$ cat src/verilog/rvfi_mon_pkg.sv
package rvfi_mon_pkg;

  // Widths with a meaning of their own
  typedef logic [31:0] xlen_t;
  typedef logic [10:0] exccode_t;

  // Debug cause encoding: 1 ebreak, 2 trigger, 3 haltreq, 4 step
  typedef logic [2:0] dbg_cause_t;

  typedef struct packed {
    logic       exception;
    logic [5:0] exception_cause;
    logic       debug;
    logic [2:0] debug_cause;
  } rvfi_trap_t;

  typedef struct packed {
    logic     interrupt;
    logic     exception;
    exccode_t cause;
  } rvfi_intr_t;

  // One retired instruction as seen on RVFI
  typedef struct packed {
    logic       valid;
    dbg_cause_t dbg;
    dbg_cause_t dcsr_cause;   // dcsr[8:6]
    logic       dbg_mode;
    rvfi_trap_t trap;
    rvfi_intr_t intr;
    xlen_t      mcause_wdata;
    xlen_t      mcause_wmask;
    logic       mem_access;
  } rvfi_trace_t;

  // Rule indices, also the bit positions in STATUS
  typedef enum logic [2:0] {
    DBG_CAUSE      = 3'd0,
    EXC_CAUSE      = 3'd1,
    EXC_MCAUSE_INT = 3'd2,
    IRQ_CAUSE      = 3'd3,
    NO_CAUSE       = 3'd4,
    HANDLER_AMBIG  = 3'd5,
    BUS_OVERREPORT = 3'd6
  } rule_e;

  localparam int unsigned NUM_RULES = 7;

  typedef logic [NUM_RULES-1:0] err_vec_t;

  // APB register map
  typedef logic [3:0] apb_addr_t;

  localparam apb_addr_t REG_STATUS     = 4'h0;
  localparam apb_addr_t REG_ERR_CNT    = 4'h4;
  localparam apb_addr_t REG_RETIRE_CNT = 4'h8;
  localparam apb_addr_t REG_FIRST_ERR  = 4'hC;

  // FIRST_ERR holds the rule index in the low bits and a valid flag here
  localparam int unsigned FIRST_ERR_VALID_BIT = 8;

  typedef enum logic {
    IDLE,
    ACCESS
  } apb_state_e;

endpackage

$ cat src/verilog/rvfi_bus_audit.sv
module rvfi_bus_audit (
  input  logic clk_i,
  input  logic rst_ni,
  input  logic bus_valid,
  input  logic bus_ready,
  input  logic rvfi_valid,
  input  logic rvfi_mem_access,
  output logic bus_err
);
  import rvfi_mon_pkg::*;

  xlen_t bus_cnt_q;
  xlen_t bus_cnt_d;
  xlen_t mem_cnt_q;
  xlen_t mem_cnt_d;
  logic  xfer;
  logic  report;
  logic  over_report;

  // Data bus transfer happens on a valid/ready handshake
  assign xfer = bus_valid && bus_ready;

  // Retirement that claims a read or write
  assign report = rvfi_valid && rvfi_mem_access;

  assign bus_cnt_d = bus_cnt_q + xlen_t'(xfer);
  assign mem_cnt_d = mem_cnt_q + xlen_t'(report);

  // A transfer in the same cycle still covers the access
  // The reported count keeps running, so later over-reports stay visible
  assign over_report = report && (mem_cnt_d > bus_cnt_d);

  always_ff @(posedge clk_i or negedge rst_ni) begin
    if (!rst_ni) begin
      bus_cnt_q <= '0;
      mem_cnt_q <= '0;
    end else begin
      bus_cnt_q <= bus_cnt_d;
      mem_cnt_q <= mem_cnt_d;
    end
  end

  // One cycle pulse, aligned with the captured record
  always_ff @(posedge clk_i or negedge rst_ni) begin
    if (!rst_ni) begin
      bus_err <= 1'b0;
    end else begin
      bus_err <= over_report;
    end
  end

  a_bus_cnt_monotonic: assert property (
    @(posedge clk_i) disable iff (!rst_ni)
    bus_cnt_q >= $past(bus_cnt_q)
  ) else $error("bus transfer count went down");

endmodule

$ cat src/verilog/rvfi_capture.sv
module rvfi_capture (
  input  logic                      clk_i,
  input  logic                      rst_ni,
  input  logic                      rvfi_valid,
  input  rvfi_mon_pkg::dbg_cause_t  rvfi_dbg,
  input  rvfi_mon_pkg::dbg_cause_t  rvfi_dcsr_cause,
  input  logic                      rvfi_dbg_mode,
  input  rvfi_mon_pkg::rvfi_trap_t  rvfi_trap,
  input  rvfi_mon_pkg::rvfi_intr_t  rvfi_intr,
  input  rvfi_mon_pkg::xlen_t       rvfi_mcause_wdata,
  input  rvfi_mon_pkg::xlen_t       rvfi_mcause_wmask,
  input  logic                      rvfi_mem_access,
  output rvfi_mon_pkg::rvfi_trace_t trace,
  output logic                      was_dbg_mode
);
  import rvfi_mon_pkg::*;

  rvfi_trace_t rec_d;

  // Pack the loose RVFI ports into one record
  always_comb begin
    rec_d              = '0;
    rec_d.valid        = rvfi_valid;
    rec_d.dbg          = rvfi_dbg;
    rec_d.dcsr_cause   = rvfi_dcsr_cause;
    rec_d.dbg_mode     = rvfi_dbg_mode;
    rec_d.trap         = rvfi_trap;
    rec_d.intr         = rvfi_intr;
    rec_d.mcause_wdata = rvfi_mcause_wdata;
    rec_d.mcause_wmask = rvfi_mcause_wmask;
    rec_d.mem_access   = rvfi_mem_access;
  end

  // Payload only moves on a retirement and valid drops otherwise
  always_ff @(posedge clk_i or negedge rst_ni) begin
    if (!rst_ni) begin
      trace <= '0;
    end else if (rvfi_valid) begin
      trace <= rec_d;
    end else begin
      trace.valid <= 1'b0;
    end
  end

  // Debug mode of the retired instruction before the one now in trace
  always_ff @(posedge clk_i or negedge rst_ni) begin
    if (!rst_ni) begin
      was_dbg_mode <= 1'b0;
    end else if (rvfi_valid) begin
      was_dbg_mode <= trace.dbg_mode;
    end
  end

  // A debug trap must come with a debug entry cause on rvfi_dbg
  a_dbg_trap_has_dbg: assert property (
    @(posedge clk_i) disable iff (!rst_ni)
    rvfi_valid && rvfi_trap.debug |-> (rvfi_dbg != '0)
  ) else $error("rvfi_dbg is zero on a debug trap");

endmodule

$ cat src/verilog/rvfi_cause_check.sv
module rvfi_cause_check #(
  parameter bit CLIC          = 1'b0,
  parameter int CLIC_ID_WIDTH = 5
) (
  input  logic                      clk_i,
  input  logic                      rst_ni,
  input  rvfi_mon_pkg::rvfi_trace_t trace,
  input  logic                      was_dbg_mode,
  input  logic                      bus_err,
  output rvfi_mon_pkg::err_vec_t    err_vec,
  output logic                      err_valid
);
  import rvfi_mon_pkg::*;

  exccode_t mcause_code;
  logic     exc_checked;
  logic     irq_legal;
  logic     no_cause;
  err_vec_t rule_hit;
  err_vec_t err_vec_d;

  // Exception code part of the masked mcause write
  assign mcause_code = exccode_t'(trace.mcause_wdata & trace.mcause_wmask);

  // mcause is not written for exceptions taken in debug mode
  assign exc_checked = trace.trap.exception && !trace.dbg_mode;

  // Legal interrupt causes depend on the interrupt controller
  if (CLIC) begin : gen_clic
    localparam logic [31:0] MAX_CLIC_ID = 32'(2**CLIC_ID_WIDTH - 1);

    assign irq_legal = (32'(trace.intr.cause) <= MAX_CLIC_ID) ||
                       (trace.intr.cause inside {[11'd1024:11'd1027]});
  end else begin : gen_clint
    assign irq_legal = trace.intr.cause inside {11'd3, 11'd7, 11'd11,
                                                [11'd16:11'd31],
                                                [11'd1024:11'd1027]};
  end

  // CLIC allows interrupt id 0, CLINT does not
  assign no_cause =
      (trace.trap.exception && (trace.trap.exception_cause == '0)) ||
      (trace.trap.debug && (trace.trap.debug_cause == '0)) ||
      (!CLIC && trace.intr.interrupt && (trace.intr.cause == '0));

  always_comb begin
    rule_hit = '0;

    rule_hit[DBG_CAUSE] = (trace.dbg != '0) && !was_dbg_mode &&
                          (trace.dbg != trace.dcsr_cause);

    rule_hit[EXC_CAUSE] = exc_checked &&
                          (exccode_t'(trace.trap.exception_cause) != mcause_code);

    // Exceptions must write mcause.interrupt to zero
    rule_hit[EXC_MCAUSE_INT] = exc_checked &&
                               (!trace.mcause_wmask[31] || trace.mcause_wdata[31]);

    rule_hit[IRQ_CAUSE]     = trace.intr.interrupt && !irq_legal;
    rule_hit[NO_CAUSE]      = no_cause;
    rule_hit[HANDLER_AMBIG] = trace.intr.interrupt && trace.intr.exception;

    err_vec_d = trace.valid ? rule_hit : '0;
    // Bus audit result lines up with this record already
    err_vec_d[BUS_OVERREPORT] = err_vec_d[BUS_OVERREPORT] | bus_err;
  end

  always_ff @(posedge clk_i or negedge rst_ni) begin
    if (!rst_ni) begin
      err_vec   <= '0;
      err_valid <= 1'b0;
    end else begin
      err_vec   <= err_vec_d;
      err_valid <= trace.valid;
    end
  end

  // Holds only if the bus audit flags nothing between records
  a_err_needs_record: assert property (
    @(posedge clk_i) disable iff (!rst_ni)
    !err_valid |-> (err_vec == '0)
  ) else $error("err_vec set without a record");

  // Audit and capture must agree on which record reported the access
  a_bus_err_on_access: assert property (
    @(posedge clk_i) disable iff (!rst_ni)
    bus_err |-> (trace.valid && trace.mem_access)
  ) else $error("bus_err on a record without memory access");

endmodule

$ cat src/verilog/rvfi_err_regs.sv
module rvfi_err_regs (
  input  logic                   clk_i,
  input  logic                   rst_ni,
  input  rvfi_mon_pkg::err_vec_t err_vec,
  input  logic                   err_valid,
  input  logic                   psel,
  input  logic                   penable,
  input  logic                   pwrite,
  input  rvfi_mon_pkg::apb_addr_t paddr,
  input  rvfi_mon_pkg::xlen_t    pwdata,
  output rvfi_mon_pkg::xlen_t    prdata,
  output logic                   pready,
  output logic                   pslverr,
  output logic                   irq_o
);
  import rvfi_mon_pkg::*;

  apb_state_e state_q;
  apb_state_e state_d;
  logic       setup;
  logic       access;
  logic       addr_ok;
  logic       wr_status;
  logic       wr_err_cnt;
  logic       any_err;
  err_vec_t   status_q;
  err_vec_t   status_d;
  xlen_t      err_cnt_q;
  xlen_t      err_cnt_d;
  xlen_t      retire_cnt_q;
  logic       first_valid_q;
  rule_e      first_rule_q;
  rule_e      low_rule;
  xlen_t      first_err_rd;
  xlen_t      rd_data;

  // No wait states
  assign pready = 1'b1;

  always_comb begin
    state_d = state_q;
    unique case (state_q)
      IDLE:    if (psel) state_d = ACCESS;
      ACCESS:  if (penable || !psel) state_d = IDLE;
      default: state_d = IDLE;
    endcase
  end

  always_ff @(posedge clk_i or negedge rst_ni) begin
    if (!rst_ni) begin
      state_q <= IDLE;
    end else begin
      state_q <= state_d;
    end
  end

  assign setup  = (state_q == IDLE) && psel;
  assign access = (state_q == ACCESS) && psel && penable;

  always_comb begin
    unique case (paddr)
      REG_STATUS, REG_ERR_CNT, REG_RETIRE_CNT, REG_FIRST_ERR: addr_ok = 1'b1;
      default: addr_ok = 1'b0;
    endcase
  end

  assign wr_status  = access && pwrite && (paddr == REG_STATUS);
  assign wr_err_cnt = access && pwrite && (paddr == REG_ERR_CNT);
  assign any_err    = err_valid && (err_vec != '0);

  // Clear first, then merge the new record
  always_comb begin
    status_d = status_q;
    if (wr_status) begin
      status_d = status_d & ~pwdata[NUM_RULES-1:0];
    end
    if (err_valid) begin
      status_d = status_d | err_vec;
    end
  end

  assign err_cnt_d = (wr_err_cnt ? '0 : err_cnt_q) + xlen_t'(any_err);

  // Lowest set rule index
  always_comb begin
    low_rule = DBG_CAUSE;
    for (int i = NUM_RULES - 1; i >= 0; i--) begin
      if (err_vec[i]) low_rule = rule_e'(3'(i));
    end
  end

  always_ff @(posedge clk_i or negedge rst_ni) begin
    if (!rst_ni) begin
      status_q      <= '0;
      err_cnt_q     <= '0;
      retire_cnt_q  <= '0;
      first_valid_q <= 1'b0;
      first_rule_q  <= DBG_CAUSE;
    end else begin
      status_q     <= status_d;
      err_cnt_q    <= err_cnt_d;
      retire_cnt_q <= retire_cnt_q + xlen_t'(err_valid);
      if (status_d == '0) begin
        first_valid_q <= 1'b0;
      end else if (!first_valid_q && any_err) begin
        first_valid_q <= 1'b1;
        first_rule_q  <= low_rule;
      end
    end
  end

  always_comb begin
    first_err_rd                      = '0;
    first_err_rd[2:0]                 = first_rule_q;
    first_err_rd[FIRST_ERR_VALID_BIT] = first_valid_q;
  end

  always_comb begin
    unique case (paddr)
      REG_STATUS:     rd_data = xlen_t'(status_q);
      REG_ERR_CNT:    rd_data = err_cnt_q;
      REG_RETIRE_CNT: rd_data = retire_cnt_q;
      REG_FIRST_ERR:  rd_data = first_err_rd;
      default:        rd_data = '0;
    endcase
  end

  // Response is loaded in setup and held through the access phase
  always_ff @(posedge clk_i or negedge rst_ni) begin
    if (!rst_ni) begin
      prdata  <= '0;
      pslverr <= 1'b0;
    end else if (setup) begin
      prdata  <= pwrite ? '0 : rd_data;
      pslverr <= !addr_ok;
    end else if (access) begin
      prdata  <= '0;
      pslverr <= 1'b0;
    end
  end

  assign irq_o = (status_q != '0);

  a_penable_needs_psel: assert property (
    @(posedge clk_i) disable iff (!rst_ni)
    penable |-> psel
  ) else $error("penable high without psel");

endmodule

$ cat src/verilog/rvfi_mon_top.sv
module rvfi_mon_top #(
  parameter bit CLIC          = 1'b0,
  parameter int CLIC_ID_WIDTH = 5
) (
  input  logic                     clk_i,
  input  logic                     rst_ni,
  input  logic                     rvfi_valid,
  input  rvfi_mon_pkg::dbg_cause_t rvfi_dbg,
  input  rvfi_mon_pkg::dbg_cause_t rvfi_dcsr_cause,
  input  logic                     rvfi_dbg_mode,
  input  rvfi_mon_pkg::rvfi_trap_t rvfi_trap,
  input  rvfi_mon_pkg::rvfi_intr_t rvfi_intr,
  input  rvfi_mon_pkg::xlen_t      rvfi_mcause_wdata,
  input  rvfi_mon_pkg::xlen_t      rvfi_mcause_wmask,
  input  logic                     rvfi_mem_access,
  input  logic                     bus_valid,
  input  logic                     bus_ready,
  input  logic                     psel,
  input  logic                     penable,
  input  logic                     pwrite,
  input  rvfi_mon_pkg::apb_addr_t  paddr,
  input  rvfi_mon_pkg::xlen_t      pwdata,
  output rvfi_mon_pkg::xlen_t      prdata,
  output logic                     pready,
  output logic                     pslverr,
  output logic                     irq_o
);
  import rvfi_mon_pkg::*;

  rvfi_trace_t trace;
  logic        was_dbg_mode;
  logic        bus_err;
  err_vec_t    err_vec;
  logic        err_valid;

  // Stage 1
  rvfi_capture u_capture (
    .clk_i             (clk_i),
    .rst_ni            (rst_ni),
    .rvfi_valid        (rvfi_valid),
    .rvfi_dbg          (rvfi_dbg),
    .rvfi_dcsr_cause   (rvfi_dcsr_cause),
    .rvfi_dbg_mode     (rvfi_dbg_mode),
    .rvfi_trap         (rvfi_trap),
    .rvfi_intr         (rvfi_intr),
    .rvfi_mcause_wdata (rvfi_mcause_wdata),
    .rvfi_mcause_wmask (rvfi_mcause_wmask),
    .rvfi_mem_access   (rvfi_mem_access),
    .trace             (trace),
    .was_dbg_mode      (was_dbg_mode)
  );

  // Side branch into stage 2
  rvfi_bus_audit u_bus_audit (
    .clk_i           (clk_i),
    .rst_ni          (rst_ni),
    .bus_valid       (bus_valid),
    .bus_ready       (bus_ready),
    .rvfi_valid      (rvfi_valid),
    .rvfi_mem_access (rvfi_mem_access),
    .bus_err         (bus_err)
  );

  // Stage 2
  rvfi_cause_check #(
    .CLIC          (CLIC),
    .CLIC_ID_WIDTH (CLIC_ID_WIDTH)
  ) u_cause_check (
    .clk_i        (clk_i),
    .rst_ni       (rst_ni),
    .trace        (trace),
    .was_dbg_mode (was_dbg_mode),
    .bus_err      (bus_err),
    .err_vec      (err_vec),
    .err_valid    (err_valid)
  );

  // Stage 3
  rvfi_err_regs u_err_regs (
    .clk_i     (clk_i),
    .rst_ni    (rst_ni),
    .err_vec   (err_vec),
    .err_valid (err_valid),
    .psel      (psel),
    .penable   (penable),
    .pwrite    (pwrite),
    .paddr     (paddr),
    .pwdata    (pwdata),
    .prdata    (prdata),
    .pready    (pready),
    .pslverr   (pslverr),
    .irq_o     (irq_o)
  );

endmodule
$ cat config.mk
export PLATFORM = sky130hd
export DESIGN_NAME = rvfi_mon_top
export DESIGN_NICKNAME = d
export VERILOG_FILES = /design/src/verilog/rvfi_mon_pkg.sv /design/src/verilog/rvfi_bus_audit.sv /design/src/verilog/rvfi_capture.sv /design/src/verilog/rvfi_cause_check.sv /design/src/verilog/rvfi_err_regs.sv /design/src/verilog/rvfi_mon_top.sv
export SDC_FILE = /design/constraint.sdc
export NUM_CORES = 1
export LEC_CHECK = 0
export ABC_CLOCK_PERIOD_IN_PS = 7980
export BUFFER_PORTS_ARGS = -buffer_cell sky130_fd_sc_hd__clkbuf_2
export CORE_ASPECT_RATIO = 1.5
export CORE_MARGIN = 5
export CORE_UTILIZATION = 45
export DETAILED_ROUTE_END_ITERATION = 8
export GPL_ROUTABILITY_DRIVEN = 0
export PLACE_DENSITY_LB_ADDON = 0.05
export SYNTH_ARGS = -nofsm -noshare
export SYNTH_HDL_FRONTEND = slang
export SYNTH_SLANG_ARGS = --single-unit
$ cat constraint.sdc
create_clock -name clk_i -period 7.98 [get_ports clk_i]
set_input_delay 1.197 -clock clk_i [delete_from_list [all_inputs] [get_ports clk_i]]
set_output_delay 1.197 -clock clk_i [all_outputs]
set_load 0.005 [all_outputs]
==> results of run 1 <==
==> how the worst min path moves through the flow <==
| stage | depth (start not counted) | endpoint | from | slack [ns] |
|---|---|---|---|---|
| after floorplan | 0 | u_cause_check.err_vec[6]$_DFF_PN0_ | u_bus_audit.bus_err$_DFF_PN0_ | 0.33 |
| after global placement | 0 | u_cause_check.err_vec[6]$_DFF_PN0_ | u_bus_audit.bus_err$_DFF_PN0_ | 0.34 |
| after detailed placement | 0 | u_cause_check.err_vec[6]$_DFF_PN0_ | u_bus_audit.bus_err$_DFF_PN0_ | 0.34 |
| after CTS | 0 | u_cause_check.err_vec[6]$_DFF_PN0_ | u_bus_audit.bus_err$_DFF_PN0_ | 0.35 |
| after global routing | 0 | u_cause_check.err_vec[6]$_DFF_PN0_ | u_bus_audit.bus_err$_DFF_PN0_ | 0.36 |
| final | 0 | u_cause_check.err_vec[6]$_DFF_PN0_ | u_bus_audit.bus_err$_DFF_PN0_ | 0.35 |
==> area by class of cell <==
cell class                 count  share of cell area
sequential                   239               0.460
multi-input combinational    710               0.392
clock buffer                  38              0.0565
timing repair buffer         116              0.0480
tap                          328              0.0316
inverter                      37              0.0107
clock inverter                 2            0.000770
==> flip-flops by register name, summed over array words and instances (netlist names), 3 cells and up <==
register,flops
u_bus_audit.mem_cnt_q,32
u_err_regs.first_rule_q,3
u_err_regs.err_cnt_q,32
u_cause_check.err_vec,7
u_capture.trace,56
u_err_regs.status_q,7
u_err_regs.retire_cnt_q,32
u_bus_audit.bus_cnt_q,32
u_err_regs.prdata,32
==> power breakdown <==
part	switching, mW	total [mW]	leakage (nW)	internal (mW)
Combinational	0.172	0.341	2.36	0.169
Sequential	0.0970	1.42	3.12	1.32
Clock	0.456	1.08	0.367	0.626
==> cell usage after synthesis (2+ instances only) <==
cell type  number
a21oi_1        33
nor4_1          8
nor4b_1         5
and3_1         14
o211ai_1        2
nor2b_1         8
and4_1         21
nor3_1         17
nand3_1        45
or4_1          10
a31oi_1         2
clkbuf_1       22
or2_1           2
a21boi_0        3
a211oi_1        2
or3_1           6
a22o_1          6
xnor2_1        82
nand4_1        28
nor3b_1         2
a221o_2         4
mux2_2         58
mux4_2          3
a22oi_1        24
mux2i_1         5
a221oi_1        2
o21ai_0        40
buf_1           7
a221o_1         2
or2_2           4
ha_1           40
o41a_1          2
xor2_1         47
and2_1         11
o31ai_1         5
inv_1          37
nor2_1         46
nand2_1        98
o2111ai_1       2
dfrtp_1       239
==> cell families (layout without fill, tap and decap cells) <==
logic type,count (synthesis),after routing,share of synthesized area
AND/OR/NAND/NOR,337,337,0.158
XOR/XNOR,129,129,0.0997
buffers and inverters,68,193,0.0235
AO/OA/AOI/OAI,137,137,0.0786
multiplexers,66,66,0.0680
adder cells (fa/ha/maj),40,40,0.0442
flip-flops,239,239,0.528
other,1,1,0.000331
==> cells in the final DEF, fill, tap and decap left out, types with 10 or more instances in the layout <==
master,instances
a21oi_1,33
a22oi_1,24
and2_1,11
and3_1,14
and4_1,21
clkbuf_16,25
clkbuf_2,107
dfrtp_1,239
ha_1,40
inv_1,37
mux2_2,58
nand2_1,98
nand3_1,45
nand4_1,28
nor2_1,46
nor3_1,16
o21ai_0,40
or4_1,10
xnor2_1,82
xor2_1,47
==> layer usage <==
layer	vias up	wire (µm)	GRT usage
li1	3825	-	-
met1	3804	10000	0.208
met2	127	12300	0.312
met3	37	1270	0.0368
met4	0	481	0.0436
met5	-	0	0
==> stage by stage <==
step / power [mW] / utilization / instance area (µm²) / hold WS (ns)
finish: 2.84 / 0.520 / 13000 / 0.351
global placement: 1.78 / 0.491 / 12200 / 0.342
global route: 3.00 / 0.520 / 13000 / 0.360
floorplan: 1.65 / - / 11300 / 0.331
CTS: 2.90 / 0.520 / 13000 / 0.354
detailed placement: 1.79 / 0.491 / 12200 / 0.340
==> impl_metrics.toml, run 1 <==
[status]
status = "finished, final reports clean"

[worst_setup_path]
cp_max_fo = 59
crit_path_end_kind = "flip-flop"
crit_end = "u_bus_audit.bus_err$_DFF_PN0_"
crit_type = "in -> reg"
critical_path_buf_inv_count = 2
r2r_start = "u_bus_audit.mem_cnt_q[0]$_DFF_PN0_"
crit_start = "rvfi_valid"
cp_slowest_stage_delay_ns = 0.57
crit_cells = 15
r2r-end = "u_bus_audit.bus_err$_DFF_PN0_"
reg2reg_depth = 12
cp_common_cell = "ha_1"
cpMaxStageDelayCell = "buf_4"
crit_family = "simple AND/OR/NAND/NOR gates"
cp-start-kind = "input port"
rrSetupSlack_ns = 4.28
cp_cell_sequence = "clkbuf_2, buf_4, and2_1, ha_1, ha_1, and4_1, nand3_1, nor3_1, nand4_1, xnor2_1, ha_1, nand2_1, nor4_1, o311ai_0, a21oi_1"
crit_arrival_ns = 5.40
required_ns = 8.39

[final_layout]
area_delta_synth_final_pct = 14.7
drive_above_1_share = 0.199
multiInputGateArea_um2 = 5090
nFillCells = 2354
ff_latch_area_um2 = 5980
diodes = 0
nNetsFinal = 1309
instances_no_fill = 1470

[placed_design]
io_buffers = 108
dp_slack_ns = 2.36
dp_cells = 1430
dp_hpwl_um = 17400

[timing]
clock_skew_ns = 0.00917
clock.fmax_mhz = 200
hold_viol_final = 0
fin_crit_sh = 0.625
rsz0062_at_grt = "no"
worst_slew_pin_slew_ns = 0.996
setup_ws_ns = 2.99
finalSetupTns_ns = 0
fin_crit_ns = 4.99
slew_headroom = 0.336
slew_violations = 0
final-setup-viol-count = 0

[synth]
netlist_area_um2 = 11300
synth_edf_count = 0
yosysWarningCount = 0
ys_seq_area_frac = 0.528
synthesis.nets = 1197
netlist.top_cell.by_area = "dfrtp_1"
ys.flop_type = "dfrtp_1"
synth-async-reset-ratio = 1.00
synth_top_area_share = 0.528
synth.avg_cell_area_um2 = 11.1
synth-seq-cells = 239
ys_types = 63
syn_inst = 1017
synthTopCellsByArea = "dfrtp_1 53%, xnor2_1 6.3%, mux2_2 5.8%, ha_1 4.4%, xor2_1 3.6%"

[global_routing]
grt_pass1_vias = 8306
antenna_found_initial = 0
overflow = 0
grt_max_degree = 186
grt_first_pass_wirelength_um = 41100
grt_usage = 0.172

[floorplan]
die_h_um = 204
io_pins = 175
die_area_um2 = 28500
core_area_um2 = 25000
start_util = 0.454
rows = 71
die_x_um = 140

[cts]
postCtsHoldBufs = 0
clock_path_buffers = 3
clkTransAtPathRegs_ns = 0.06
cts_repair_resize_count = 0
cts_root_buf = "clkbuf_16"
htree_levels = 1
numCtsBuffers = 25
cts_tree = "done"
cts_sinks = 239
clk-insertion-delay-late_ns = 0.52
cts_setup_buffers = 0

[pwr]
power_leakage_nw = 5.84
ir_drop_v = 0.000190
power_density_nw_per_um2 = 219

[flow_run]
max_cap_violations = 0

[detailed_routing]
wirelength_um = 24000
num_vias = 7793
vias_per_cell = 5.30
drt-initial-drc-count = 378
ant_nets = 0
drc = 0
drtPass1Iterations = 4
wire_per_inst_um = 16.4

[worst_hold_path]
min_path_type = "reg -> reg"
(Power assumes the default switching activity.)
==> run 2, diff against run 1 <==
- ABC_CLOCK_PERIOD_IN_PS: 7980 -> 4710
- clock period: 7.98 -> 4.71 ns (I/O delays scaled with it)
==> run 2 against run 1 <==
  * Utilization increased by 0.56 points
  * Non-clock buffer count increased by 4
  * Sequential power increased by 69%
  * Power increased by 76%
  * Global-route usage decreased by 0.11 points
  * Sequential cell count unchanged
  * Sequential share of layout area decreased by 0.49 points
  * Clock skew increased by 0.0037 ns
  * Combinational power increased by 68%
  * Hold slack got worse by 0.087 ns
==> impl_metrics.toml, run 2 (synthesized netlist as in run 1, its figures left out) <==
[cts]
clk-insertion-delay-late_ns = 0.52
cts_setup_buffers = 0
clkTransAtPathRegs_ns = 0.06
cts_root_buf = "clkbuf_16"
numCtsBuffers = 24
postCtsHoldBufs = 0
cts_repair_resize_count = 0
cts_sinks = 239
cts_tree = "done"
htree_levels = 1
clock_path_buffers = 3

[pwr]
ir_drop_v = 0.000412
power_density_nw_per_um2 = 381
power_leakage_nw = 5.91

[timing]
rsz0062_at_grt = "no"
final-setup-viol-count = 0
finalSetupTns_ns = 0
hold_viol_final = 0
whs_ns = 0.264
slew_violations = 0
clock_skew_ns = 0.0128
slew_headroom = 0.421
clock.fmax_mhz = 277
fin_crit_sh = 0.766
worst_slew_pin_slew_ns = 0.867
fin_crit_ns = 3.61

[floorplan]
die_h_um = 204
start_util = 0.454
die_area_um2 = 28500
io_pins = 175
rows = 71
core_area_um2 = 25000
die_x_um = 140

[detailed_routing]
wirelength_um = 24100
vias_per_cell = 5.30
wl_met2_um = 12400
dr.max_layer_used = "met4"
drtPass1Iterations = 5
wl_met3_um = 1280
drt-initial-drc-count = 276
ant_nets = 0
drc = 0
drt-met1-wl_um = 9780
num_vias = 7837
wire_per_inst_um = 16.3

[placed_design]
dp_hpwl_um = 17600
place_area_um2 = 12300
io_buffers = 108
dp_cells = 1434

[status]
status = "finished, final reports clean"

[final_layout]
layout_common_cells = "239 x dfrtp_1, 107 x clkbuf_2, 98 x nand2_1"
postLayoutCellArea_um2 = 13100
instances_no_fill = 1478
diodes = 0
nNetsFinal = 1312
area_delta_synth_final_pct = 15.9
drive_above_1_share = 0.208
regMostFlops = "u_capture.trace"
largest_register_ffs = 56
final_common_cell = "dfrtp_1"

[global_routing]
overflow = 0
grt_pass1_vias = 8154
grt_usage = 0.171
grt_first_pass_wirelength_um = 40700
grt_max_degree = 115
antenna_found_initial = 0

[worst_hold_path]
min_path_type = "in -> async"

[worst_setup_path]
cp-start-kind = "input port"
required_ns = 5.08
crit_path_end_kind = "flip-flop"
cp_max_fo = 5
crit_type = "in -> reg"
crit_arrival_ns = 3.98

[flow_run]
max_cap_violations = 0
-- run 2: changes by cell type in the layout (fill, tap and decap cells not counted), sizes merged --
cell | previous run | this run
buf | 9 | 13
bufinv | 0 | 3
clkinvlp | 0 | 2
clkinv | 2 | 5
clkbuf | 145 | 141
-- run 2: metal layers --
layer	up-vias	global-route usage
li1	3849	-
met1	3801	0.206
met3	41	0.0358
met5	-	0
met4	0	0.0499
met2	146	0.308
-- run 2: layout make-up --
| class | count | area, µm² |
|---|---|---|
| multi-input combinational | 710 | 5090 |
| timing repair buffer | 120 | 653 |
| clock buffer | 34 | 719 |
| clock inverter | 10 | 134 |
| fill | 2290 | 11800 |
| sequential | 239 | 5980 |
| tap | 328 | 410 |
| inverter | 37 | 139 |
-- run 2: stage by stage --
| step | worst slack (ns) | power (mW) | utilization |
|---|---|---|---|
| 6_report | 1.10 | 5.00 | 0.526 |
| 5_1_grt | 0.709 | 5.27 | 0.526 |
| 4_1_cts | 1.03 | 5.08 | 0.526 |
| 3_5_place_dp | 0.499 | 3.03 | 0.492 |
| 3_3_place_gp | 0.526 | 3.01 | 0.492 |
| 2_1_floorplan | 0.699 | 2.80 | - |
-- run 2: final timing paths --
path,start,to,slack (ns),cells past startpoint
max,rvfi_valid,u_bus_audit.bus_err$_DFF_PN0_,1.10,15
min,rst_ni,u_err_regs.retire_cnt_q[12]$_DFF_PN0_,0.26,1
max reg2reg,u_bus_audit.mem_cnt_q[5]$_DFF_PN0_,u_bus_audit.bus_err$_DFF_PN0_,1.16,12
min reg2reg,u_bus_audit.bus_err$_DFF_PN0_,u_cause_check.err_vec[6]$_DFF_PN0_,0.37,0
max in group asynchronous,rst_ni,u_bus_audit.bus_cnt_q[6]$_DFF_PN0_,3.43,2
min in group clk_i,u_bus_audit.bus_err$_DFF_PN0_,u_cause_check.err_vec[6]$_DFF_PN0_,0.37,0
-- run 2: critical path, cell delays in order --
cell      delay [ns]
clkbuf_2        0.08
and2_1          0.19
ha_1            0.21
ha_1            0.21
and4_1          0.22
nand3_1         0.18
nor3_1          0.45
nand2_1         0.13
xnor2_1         0.27
ha_1            0.30
o21ai_0         0.16
a21oi_1         0.09
a221o_1         0.33
a221oi_1        0.32
a21oi_1         0.14
-- run 2: report_power, final --
part           total [mW]  switching [mW]  internal (mW)
sequential           2.40           0.163           2.24
clock                2.03           0.802           1.23
combinational       0.574           0.286          0.288
